### src/design/wfifo_pkg.sv
package wfifo_pkg;

   // write side is one byte, read side is one 32-bit word
   localparam int W_DATA_W = 8;
   localparam int R_DATA_W = 32;

   // number of byte lanes in a read word
   localparam int N_LANES = R_DATA_W / W_DATA_W;

   // fifo depth in write words (bytes)
   localparam int ADDR_W = 6;

   // low write pointer bits pick the bank
   localparam int LANE_SEL_W = $clog2(N_LANES);

   // each bank holds one byte of every stored word
   localparam int BANK_ADDR_W = ADDR_W - LANE_SEL_W;

   // read pointer counts whole words
   localparam int R_ADDR_W = BANK_ADDR_W;

   // level needs one extra bit to reach the full count
   localparam int LEVEL_W = ADDR_W + 1;

   // capacity in bytes
   localparam logic [LEVEL_W-1:0] FIFO_SIZE = LEVEL_W'(1 << ADDR_W);

   // level steps per accepted operation
   localparam logic [LEVEL_W-1:0] W_INCR = LEVEL_W'(1);
   localparam logic [LEVEL_W-1:0] R_INCR = LEVEL_W'(N_LANES);

   // wide read word split into its byte lanes, lane 0 in the low bits
   typedef logic [N_LANES-1:0][W_DATA_W-1:0] lane_t;

endpackage

### src/design/wfifo_ram_bank.sv
`timescale 1ns/1ps

module wfifo_ram_bank (
   input  logic                              clk_i,
   input  logic                              w_en_i,
   input  logic [wfifo_pkg::BANK_ADDR_W-1:0] w_addr_i,
   input  logic [wfifo_pkg::W_DATA_W-1:0]    w_data_i,
   input  logic                              r_en_i,
   input  logic [wfifo_pkg::BANK_ADDR_W-1:0] r_addr_i,
   output logic [wfifo_pkg::W_DATA_W-1:0]    r_data_o
);

   import wfifo_pkg::*;

   logic [W_DATA_W-1:0] mem [2**BANK_ADDR_W];

   always_ff @(posedge clk_i) begin
      if (w_en_i) begin
         mem[w_addr_i] <= w_data_i;
      end
   end

   // read register only loads on a read, otherwise holds
   always_ff @(posedge clk_i) begin
      if (r_en_i) begin
         r_data_o <= mem[r_addr_i];
      end
   end

endmodule

### src/design/wfifo_ram_asym.sv
`timescale 1ns/1ps

module wfifo_ram_asym (
   input  logic                              clk_i,

   // narrow write from the fifo control
   input  logic                              w_en_i,
   input  logic [wfifo_pkg::ADDR_W-1:0]      w_addr_i,
   input  logic [wfifo_pkg::W_DATA_W-1:0]    w_data_i,

   // wide read
   input  logic                              r_en_i,
   input  logic [wfifo_pkg::R_ADDR_W-1:0]    r_addr_i,
   output logic [wfifo_pkg::R_DATA_W-1:0]    r_data_o,

   // per-bank memory port
   output logic [wfifo_pkg::N_LANES-1:0]     mem_w_en_o,
   output logic [wfifo_pkg::BANK_ADDR_W-1:0] mem_w_addr_o,
   output logic [wfifo_pkg::W_DATA_W-1:0]    mem_w_data_o,
   output logic                              mem_r_en_o,
   output logic [wfifo_pkg::BANK_ADDR_W-1:0] mem_r_addr_o,
   input  wfifo_pkg::lane_t                  mem_r_data_i
);

   import wfifo_pkg::*;

   logic [LANE_SEL_W-1:0] w_lane;
   logic [R_DATA_W-1:0]   rd_word;

   // low address bits select the bank, upper bits index into it
   assign w_lane       = w_addr_i[LANE_SEL_W-1:0];
   assign mem_w_addr_o = w_addr_i[ADDR_W-1:LANE_SEL_W];
   assign mem_w_data_o = w_data_i;

   // one-hot bank write enable
   always_comb begin
      mem_w_en_o = '0;
      if (w_en_i) begin
         mem_w_en_o[w_lane] = 1'b1;
      end
   end

   // all banks read the same word address
   assign mem_r_en_o   = r_en_i;
   assign mem_r_addr_o = r_addr_i;

   // lane i goes to byte i of the wide word
   always_comb begin
      rd_word = '0;
      for (int i = 0; i < N_LANES; i++) begin
         rd_word[i*W_DATA_W +: W_DATA_W] = mem_r_data_i[i];
      end
   end

   // bank read registers hold the word between reads
   assign r_data_o = rd_word;

endmodule

### src/design/wfifo_sync.sv
`timescale 1ns/1ps

module wfifo_sync (
   input  logic                              clk_i,
   input  logic                              rst_i,

   // write side
   input  logic                              w_en_i,
   input  logic [wfifo_pkg::W_DATA_W-1:0]    w_data_i,
   output logic                              w_full_o,

   // read side
   input  logic                              r_en_i,
   output logic [wfifo_pkg::R_DATA_W-1:0]    r_data_o,
   output logic                              r_empty_o,

   // fill level in bytes
   output logic [wfifo_pkg::LEVEL_W-1:0]     level_o,

   // memory port towards the banks
   output logic [wfifo_pkg::N_LANES-1:0]     mem_w_en_o,
   output logic [wfifo_pkg::BANK_ADDR_W-1:0] mem_w_addr_o,
   output logic [wfifo_pkg::W_DATA_W-1:0]    mem_w_data_o,
   output logic                              mem_r_en_o,
   output logic [wfifo_pkg::BANK_ADDR_W-1:0] mem_r_addr_o,
   input  wfifo_pkg::lane_t                  mem_r_data_i
);

   import wfifo_pkg::*;

   logic                w_en_acc;
   logic                r_en_acc;
   logic [ADDR_W-1:0]   w_ptr;
   logic [R_ADDR_W-1:0] r_ptr;
   logic [LEVEL_W-1:0]  level_q;
   logic [LEVEL_W-1:0]  level_nxt;
   logic                r_empty_nxt;
   logic                w_full_nxt;

   // requests qualified by the registered flags
   assign w_en_acc = w_en_i & ~w_full_o;
   assign r_en_acc = r_en_i & ~r_empty_o;

   // byte write pointer, wraps at the fifo size
   always_ff @(posedge clk_i) begin
      if (rst_i) begin
         w_ptr <= '0;
      end else if (w_en_acc) begin
         w_ptr <= w_ptr + 1'b1;
      end
   end

   // word read pointer
   always_ff @(posedge clk_i) begin
      if (rst_i) begin
         r_ptr <= '0;
      end else if (r_en_acc) begin
         r_ptr <= r_ptr + 1'b1;
      end
   end

   // next level, both steps apply on the same edge
   always_comb begin
      level_nxt = level_q;
      if (w_en_acc && !r_en_acc) begin
         level_nxt = level_q + W_INCR;
      end else if (w_en_acc && r_en_acc) begin
         level_nxt = level_q + W_INCR - R_INCR;
      end else if (r_en_acc) begin
         level_nxt = level_q - R_INCR;
      end
   end

   // empty means less than one whole word stored
   assign r_empty_nxt = level_nxt < R_INCR;
   assign w_full_nxt  = level_nxt > (FIFO_SIZE - W_INCR);

   always_ff @(posedge clk_i) begin
      if (rst_i) begin
         level_q   <= '0;
         r_empty_o <= 1'b1;
         w_full_o  <= 1'b0;
      end else begin
         level_q   <= level_nxt;
         r_empty_o <= r_empty_nxt;
         w_full_o  <= w_full_nxt;
      end
   end

   assign level_o = level_q;

   // narrow-write, wide-read memory adapter
   wfifo_ram_asym u_ram_asym (
      .clk_i        (clk_i),
      .w_en_i       (w_en_acc),
      .w_addr_i     (w_ptr),
      .w_data_i     (w_data_i),
      .r_en_i       (r_en_acc),
      .r_addr_i     (r_ptr),
      .r_data_o     (r_data_o),
      .mem_w_en_o   (mem_w_en_o),
      .mem_w_addr_o (mem_w_addr_o),
      .mem_w_data_o (mem_w_data_o),
      .mem_r_en_o   (mem_r_en_o),
      .mem_r_addr_o (mem_r_addr_o),
      .mem_r_data_i (mem_r_data_i)
   );

endmodule

### src/design/wfifo_top.sv
`timescale 1ns/1ps

module wfifo_top (
   input  logic                          clk_i,
   input  logic                          rst_i,
   input  logic                          w_en_i,
   input  logic [wfifo_pkg::W_DATA_W-1:0] w_data_i,
   output logic                          w_full_o,
   input  logic                          r_en_i,
   output logic [wfifo_pkg::R_DATA_W-1:0] r_data_o,
   output logic                          r_empty_o,
   output logic [wfifo_pkg::LEVEL_W-1:0]  level_o
);

   import wfifo_pkg::*;

   logic [N_LANES-1:0]     mem_w_en;
   logic [BANK_ADDR_W-1:0] mem_w_addr;
   logic [W_DATA_W-1:0]    mem_w_data;
   logic                   mem_r_en;
   logic [BANK_ADDR_W-1:0] mem_r_addr;
   lane_t                  mem_r_data;

   wfifo_sync u_fifo (
      .clk_i        (clk_i),
      .rst_i        (rst_i),
      .w_en_i       (w_en_i),
      .w_data_i     (w_data_i),
      .w_full_o     (w_full_o),
      .r_en_i       (r_en_i),
      .r_data_o     (r_data_o),
      .r_empty_o    (r_empty_o),
      .level_o      (level_o),
      .mem_w_en_o   (mem_w_en),
      .mem_w_addr_o (mem_w_addr),
      .mem_w_data_o (mem_w_data),
      .mem_r_en_o   (mem_r_en),
      .mem_r_addr_o (mem_r_addr),
      .mem_r_data_i (mem_r_data)
   );

   // one byte-wide bank per lane, write enable is per bank
   for (genvar i = 0; i < N_LANES; i++) begin : g_bank
      wfifo_ram_bank u_bank (
         .clk_i    (clk_i),
         .w_en_i   (mem_w_en[i]),
         .w_addr_i (mem_w_addr),
         .w_data_i (mem_w_data),
         .r_en_i   (mem_r_en),
         .r_addr_i (mem_r_addr),
         .r_data_o (mem_r_data[i])
      );
   end

endmodule

### config.mk
export PLATFORM = sky130hd
export DESIGN_NAME = wfifo_top
export DESIGN_NICKNAME = d
export VERILOG_FILES = /design/src/design/wfifo_pkg.sv /design/src/design/wfifo_ram_bank.sv /design/src/design/wfifo_ram_asym.sv /design/src/design/wfifo_sync.sv /design/src/design/wfifo_top.sv
export SDC_FILE = /design/constraint.sdc
export NUM_CORES = 1
export LEC_CHECK = 0
export BUFFER_PORTS_ARGS = -buffer_cell sky130_fd_sc_hd__buf_2
export CORE_MARGIN = 1
export CORE_UTILIZATION = 40
export DETAILED_ROUTE_END_ITERATION = 16
export PLACE_DENSITY_LB_ADDON = 0.3
export SLEW_MARGIN = 15
export SYNTH_ARGS = -nofsm -noshare
export SYNTH_HDL_FRONTEND = slang
export SYNTH_SLANG_ARGS = --single-unit
export TNS_END_PERCENT = 5
### constraint.sdc
create_clock -name clk_i -period 5.94 [get_ports clk_i]
set_clock_uncertainty 0.15 [all_clocks]
set_input_delay 0.297 -clock clk_i [delete_from_list [all_inputs] [get_ports clk_i]]
set_output_delay 0.297 -clock clk_i [all_outputs]
set_load 0.01 [all_outputs]
==> results of run 1 <==
-- layout by cell type, fill, tap and decap left out, types with 6 or more instances in the layout --
cell         n
nand2_1     30
a21oi_1     13
clkinv_1    10
nor2_1      76
clkbuf_1    21
clkinv_2     9
dfxtp_1     15
nand3_1     12
mux4_2     160
xnor2_1     10
edfxtp_1   544
buf_2       51
buf_4       15
ha_1         9
xor2_1       6
nand4_1      6
clkbuf_16   57
-- final timing paths --
path | from | end | cells after the start
setup / recovery | u_fifo.r_ptr[0] | g_bank[0].u_bank.r_data_o[4] | 3
hold / removal | w_data_i[1] | g_bank[1].u_bank.mem[8][1] | 1
setup reg to reg | u_fifo.r_ptr[0] | g_bank[0].u_bank.r_data_o[4] | 3
hold reg to reg | u_fifo.w_ptr[1] | u_fifo.w_ptr[1] | 2
-- area by class of cell --
cell class	instances	share of cell area, %
clock buffer	79	6.19
inverter	6	0.0918
sequential	563	68.2
multi-input combinational	362	19.1
clock inverter	24	0.949
tap	696	3.55
timing repair buffer	72	1.91
-- worst max-delay path: stages (launching register included) --
cell and delay (ps):
dfxtp_4 850, buf_4 620, mux4_2 600, mux4_2 460
-- where the power goes --
group          leakage [nW]  switching (mW)  internal, mW
Combinational          1.50           0.544         0.592
Sequential             5.06           0.145          4.49
Clock                 0.856            1.43          1.99
Total                  7.42            2.12          7.07
-- flip-flops by register name (all words and copies together), names as in the netlist --
register and count:
u_fifo.r_empty_o 1, u_fifo.w_ptr 6, u_fifo.w_full_o 1, g_bank.u_bank.mem 512, u_fifo.r_ptr 4, g_bank.u_bank.r_data_o 32, u_fifo.level_o 7
-- logic make-up (layout without fill, tap and decap cells) --
logic type	after synthesis	in the layout
mux	161	161
xor+xnor	16	16
fa+ha+maj	9	9
buf+inv	63	181
flops	563	563
simple gates	145	145
compound gates	31	31
-- routing by layer --
metal | up-vias | GRT usage (%) | share of wire [%]
met5 | - | 0 | 0
met3 | 67 | 3.10 | 5.1
met2 | 264 | 28.1 | 50
met4 | 0 | 3.97 | 1.7
met1 | 5226 | 23.7 | 43
li1 | 4254 | - | -
-- metrics by stage --
step | std cells | util [%]
floorplan | 988 | -
global placement | 1695 | 42.3
detailed placement | 1695 | 42.3
CTS | 1799 | 45.6
global route | 1802 | 45.7
finish | 1802 | 45.7
-- what timing repair did --
action,in CTS,in global routing
setup endpoints to repair,0,0
hold buffers,1,1
hold endpoints to repair,15,17
==> metrics.cfg, run 1 <==
[clock_tree]
cts_tree=built
clockRootBuffer=clkbuf_16
clk_latency_ps=590
cts-resized-gates=0
clkTransAtPathRegs_ps=60
clockBufferDepth=3
cts_sinks=563
cts-htree-levels=2
cts_setup_buffers=0
numCtsBuffers=57

[timing]
worst_pin_slew_ps=1200
timing.hold.ws_ps=11.6
hold_viol=0
rsz0062_at_grt=no
setup_ws_ps=2960
fin_crit_ps=2980
fin_crit_sh_pct=50.2
max-slew-margin-rel_pct=19.8
finalSetupTns_ps=0
max_freq_ghz=0.336
final-setup-viol-count=0
timing.final.max_slew_violations=0

[yosys]
ys_seq_area_share_pct=76.9
yosysUniqueCellTypes=40
syn-cell-area_sq_um=21700
yosys_warnings=0
avgSynthCellArea_sq_um=22.0
synth_top_cell_area_share_pct=75.2
syn_inst=988
synth_most_common_cell=edfxtp_1
ys_async_sr_fraction_pct=0
synth_common_cells=edfxtp_1 (544), mux4_2 (160), nor2_1 (79), nand2_1 (30), clkbuf_1 (24)
synth-simple-area-share_pct=2.88
yosys.area.top_type=edfxtp_1
synth-compound-area-share_pct=0.892
yosys-top-cells-area=edfxtp_1 (75%), mux4_2 (17%), dfxtp_1 (1.7%)
synth_flop_cell=edfxtp_1
synth_top_family_by_area=multiplexers
synth_edf_count=544
ys_seq_elements=563
synthesis.nets=1009
synth_xor_area_share_pct=0.645
synth_fa_ha_area_share_pct=0.518
synthMuxAreaShare_pct=16.6

[routing]
drt_wl_total_microns=46100
avgViaCountPerCell=5.44
dr.first_iter.drc_count=1129
wl_per_cell_microns=25.6
drc=0
drtAntennaViolNets=0
drtPass1Iterations=5
routed-via-count=9811

[power_and_ir_drop]
peakVddDrop_mv=0.249
power_leakage_nw=7.42
pwr_density_cell_nw_per_um2=374
fin_total_pwr_mw=9.18

[global_route]
grt_usage_pct=17.0
grt_max_degree=85
grt_overflow=0
grt_pass1_vias=10100
antenna_found_initial=0
grt_pass1_wl_microns=68500

[floorplanning]
core_area_sq_um=53700
ioPinCount=53
num_rows=85
die_width_microns=235
die_h_microns=235
start_util_pct=40.5
die-area_sq_um=55300

[final_layout]
antenna_cells=0
multiInputGateArea_sq_um=4690
fillers=4427
register_area_sq_um=16700
stdcell_area_sq_um=24500
drive_gt1_share_pct=28.0
fin_nets=1083
area_growth_pct=12.9

[placement]
place_area_sq_um=22700
dp_slack_ps=2840
io_buffers=52
dp_hpwl_microns=25500
gp_congestion=0.785

[critical_path]
worst_ep_required_time_ps=6130
cp_data_arrival_time_ps=3170
start_kind=flop
crit_fanout=37
critPathCaptureType=flop
path_class=flop to flop
reg2reg_slack_ps=2960

[run_status]
status=finished, final reports clean

[worst_hold_path]
holdCritPathClass=input port to flop

[flow_run]
maxCapViolCount=0

No activity file was read; power rests on OpenSTA's default activity.
==> run 2: changes to the inputs <==
- clock period: 5.94 -> 2.5 ns (I/O delays scaled with it)
==> run 2 against run 1 <==
  * Routed wire length grew 1.9%
  * Die area is the same
  * Critical path depth grew 6
  * Sequential power grew 130%
==> metrics.cfg, run 2 (synthesis results as in run 1) <==
[run_status]
status=finished, final reports clean

[power_and_ir_drop]
pwr_density_cell_nw_per_um2=875
peakVddDrop_mv=0.536
power_leakage_nw=7.92

[timing]
max-slew-margin-rel_pct=52.4
worst_pin_slew_ps=715
hold_viol=0
timing.hold.ws_ps=70.5
max_freq_ghz=0.433
rsz0062_at_grt=no
fin_crit_ps=2310
timing.final.max_slew_violations=0
finalSetupTns_ps=0
fin_crit_sh_pct=92.3
final-setup-viol-count=0
setup_ws_ps=193

[global_route]
grt_pass1_wl_microns=70700
grt_usage_pct=17.4
grt_overflow=0
grt_max_degree=65
antenna_found_initial=0
grt_pass1_vias=10600

[routing]
drt_wl_total_microns=46900
drtPass1Iterations=5
avgViaCountPerCell=5.40
drc=0
dr.first_iter.drc_count=808
wl_per_cell_microns=24.8
routed-via-count=10200
drtAntennaViolNets=0

[placement]
io_buffers=52
dp_slack_ps=128
place_area_sq_um=23500
placed_cells=1779
dp_hpwl_microns=27500
gp_congestion=0.757

[worst_hold_path]
holdCritPathClass=input port to flop
hold_start=w_data_i[3]
hold-path-cell-count=2
min_to=g_bank[3].u_bank.mem[7][3]

[clock_tree]
clk_latency_ps=600
clkTransAtPathRegs_ps=60
cts_sinks=563
clockBufferDepth=3
clockRootBuffer=clkbuf_16
cts_setup_buffers=0
cts-htree-levels=2
numCtsBuffers=57
cts_tree=built

[critical_path]
cp_data_arrival_time_ps=2660
worst_ep_required_time_ps=2850
ff2ff_path_depth=9
path_class=flop to flop
r2r_start=u_fifo.level_o[0]
crit_fanout=5
reg2reg_slack_ps=190
critPathCaptureType=flop
r2r_end=u_fifo.r_empty_o
start_kind=flop

[final_layout]
antenna_cells=0
final_common_cell=edfxtp_1
largest_reg_flops=512
stdcell_area_sq_um=25300
fin_nets=1173
drive_gt1_share_pct=33.4
register_area_sq_um=16700
fillers=4332
area_growth_pct=16.6
layout.cells.non_filler=1893
top_register=g_bank.u_bank.mem
final_cell_mix=edfxtp_1 (544), mux4_2 (160), buf_4 (88)
multiInputGateArea_sq_um=4690

[floorplanning]
die_h_microns=235
die_width_microns=235
start_util_pct=40.5
num_rows=85
die-area_sq_um=55300
ioPinCount=53
core_area_sq_um=53700

[flow_run]
maxCapViolCount=0

run 2: final cells by class:
cell class                 count  area share, %
timing repair buffer         162           4.98
sequential                   563           66.0
clock inverter                34           1.19
clock buffer                  70           5.82
tap                          696           3.44
inverter                       6         0.0889
multi-input combinational    362           18.5
run 2: report_power, final:
group	total, mW	leakage (nW)	internal, mW	switching (mW)
clock network	8.17	0.856	4.69	3.47
registers	10.8	5.06	10.7	0.181
logic	3.17	2.00	1.61	1.56
total	22.2	7.92	17.0	5.21
run 2: worst max-delay path by stage:
stage / start / depth (start not counted) / to / slack [ps]
2_1_floorplan: u_fifo.level_o[2] / 11 / u_fifo.r_empty_o / 80
3_3_place_gp: u_fifo.r_ptr[0] / 4 / g_bank[0].u_bank.r_data_o[4] / 220
3_5_place_dp: u_fifo.level_o[1] / 9 / u_fifo.r_empty_o / 130
4_1_cts: u_fifo.level_o[1] / 9 / u_fifo.r_empty_o / 90
5_1_grt: u_fifo.level_o[0] / 9 / u_fifo.r_empty_o / 10
6_report: u_fifo.level_o[0] / 9 / u_fifo.r_empty_o / 190
run 2: routing by layer:
metal / track usage [%] / routed length, microns
met1: 24.3 / 20300
met2: 28.9 / 23800
met3: 3.06 / 2100
met4: 3.69 / 749
met5: 0 / 0
run 2: timing repair:
action / 4_1_cts / 5_1_grt
hold buffers: 10 / 0
resized for setup: 0 / 2
endpoints found under the hold margin: 190 / 0
endpoints found under the setup margin: 0 / 1
run 2: per-stage QoR:
stage	power (mW)	utilization (%)
global placement	14.2	43.7
CTS	22.4	47.2
floorplan	13.2	-
global route	23.0	47.2
finish	22.2	47.2
detailed placement	14.3	43.7
run 2: worst max-delay path, stage by stage (launching register included):
cell,delay [ps]
dfxtp_2,350
ha_1,230
xnor2_1,180
ha_1,190
nand3b_1,130
or3_1,330
o211ai_1,200
xnor2_1,170
nor2_1,80
nor4_1,230
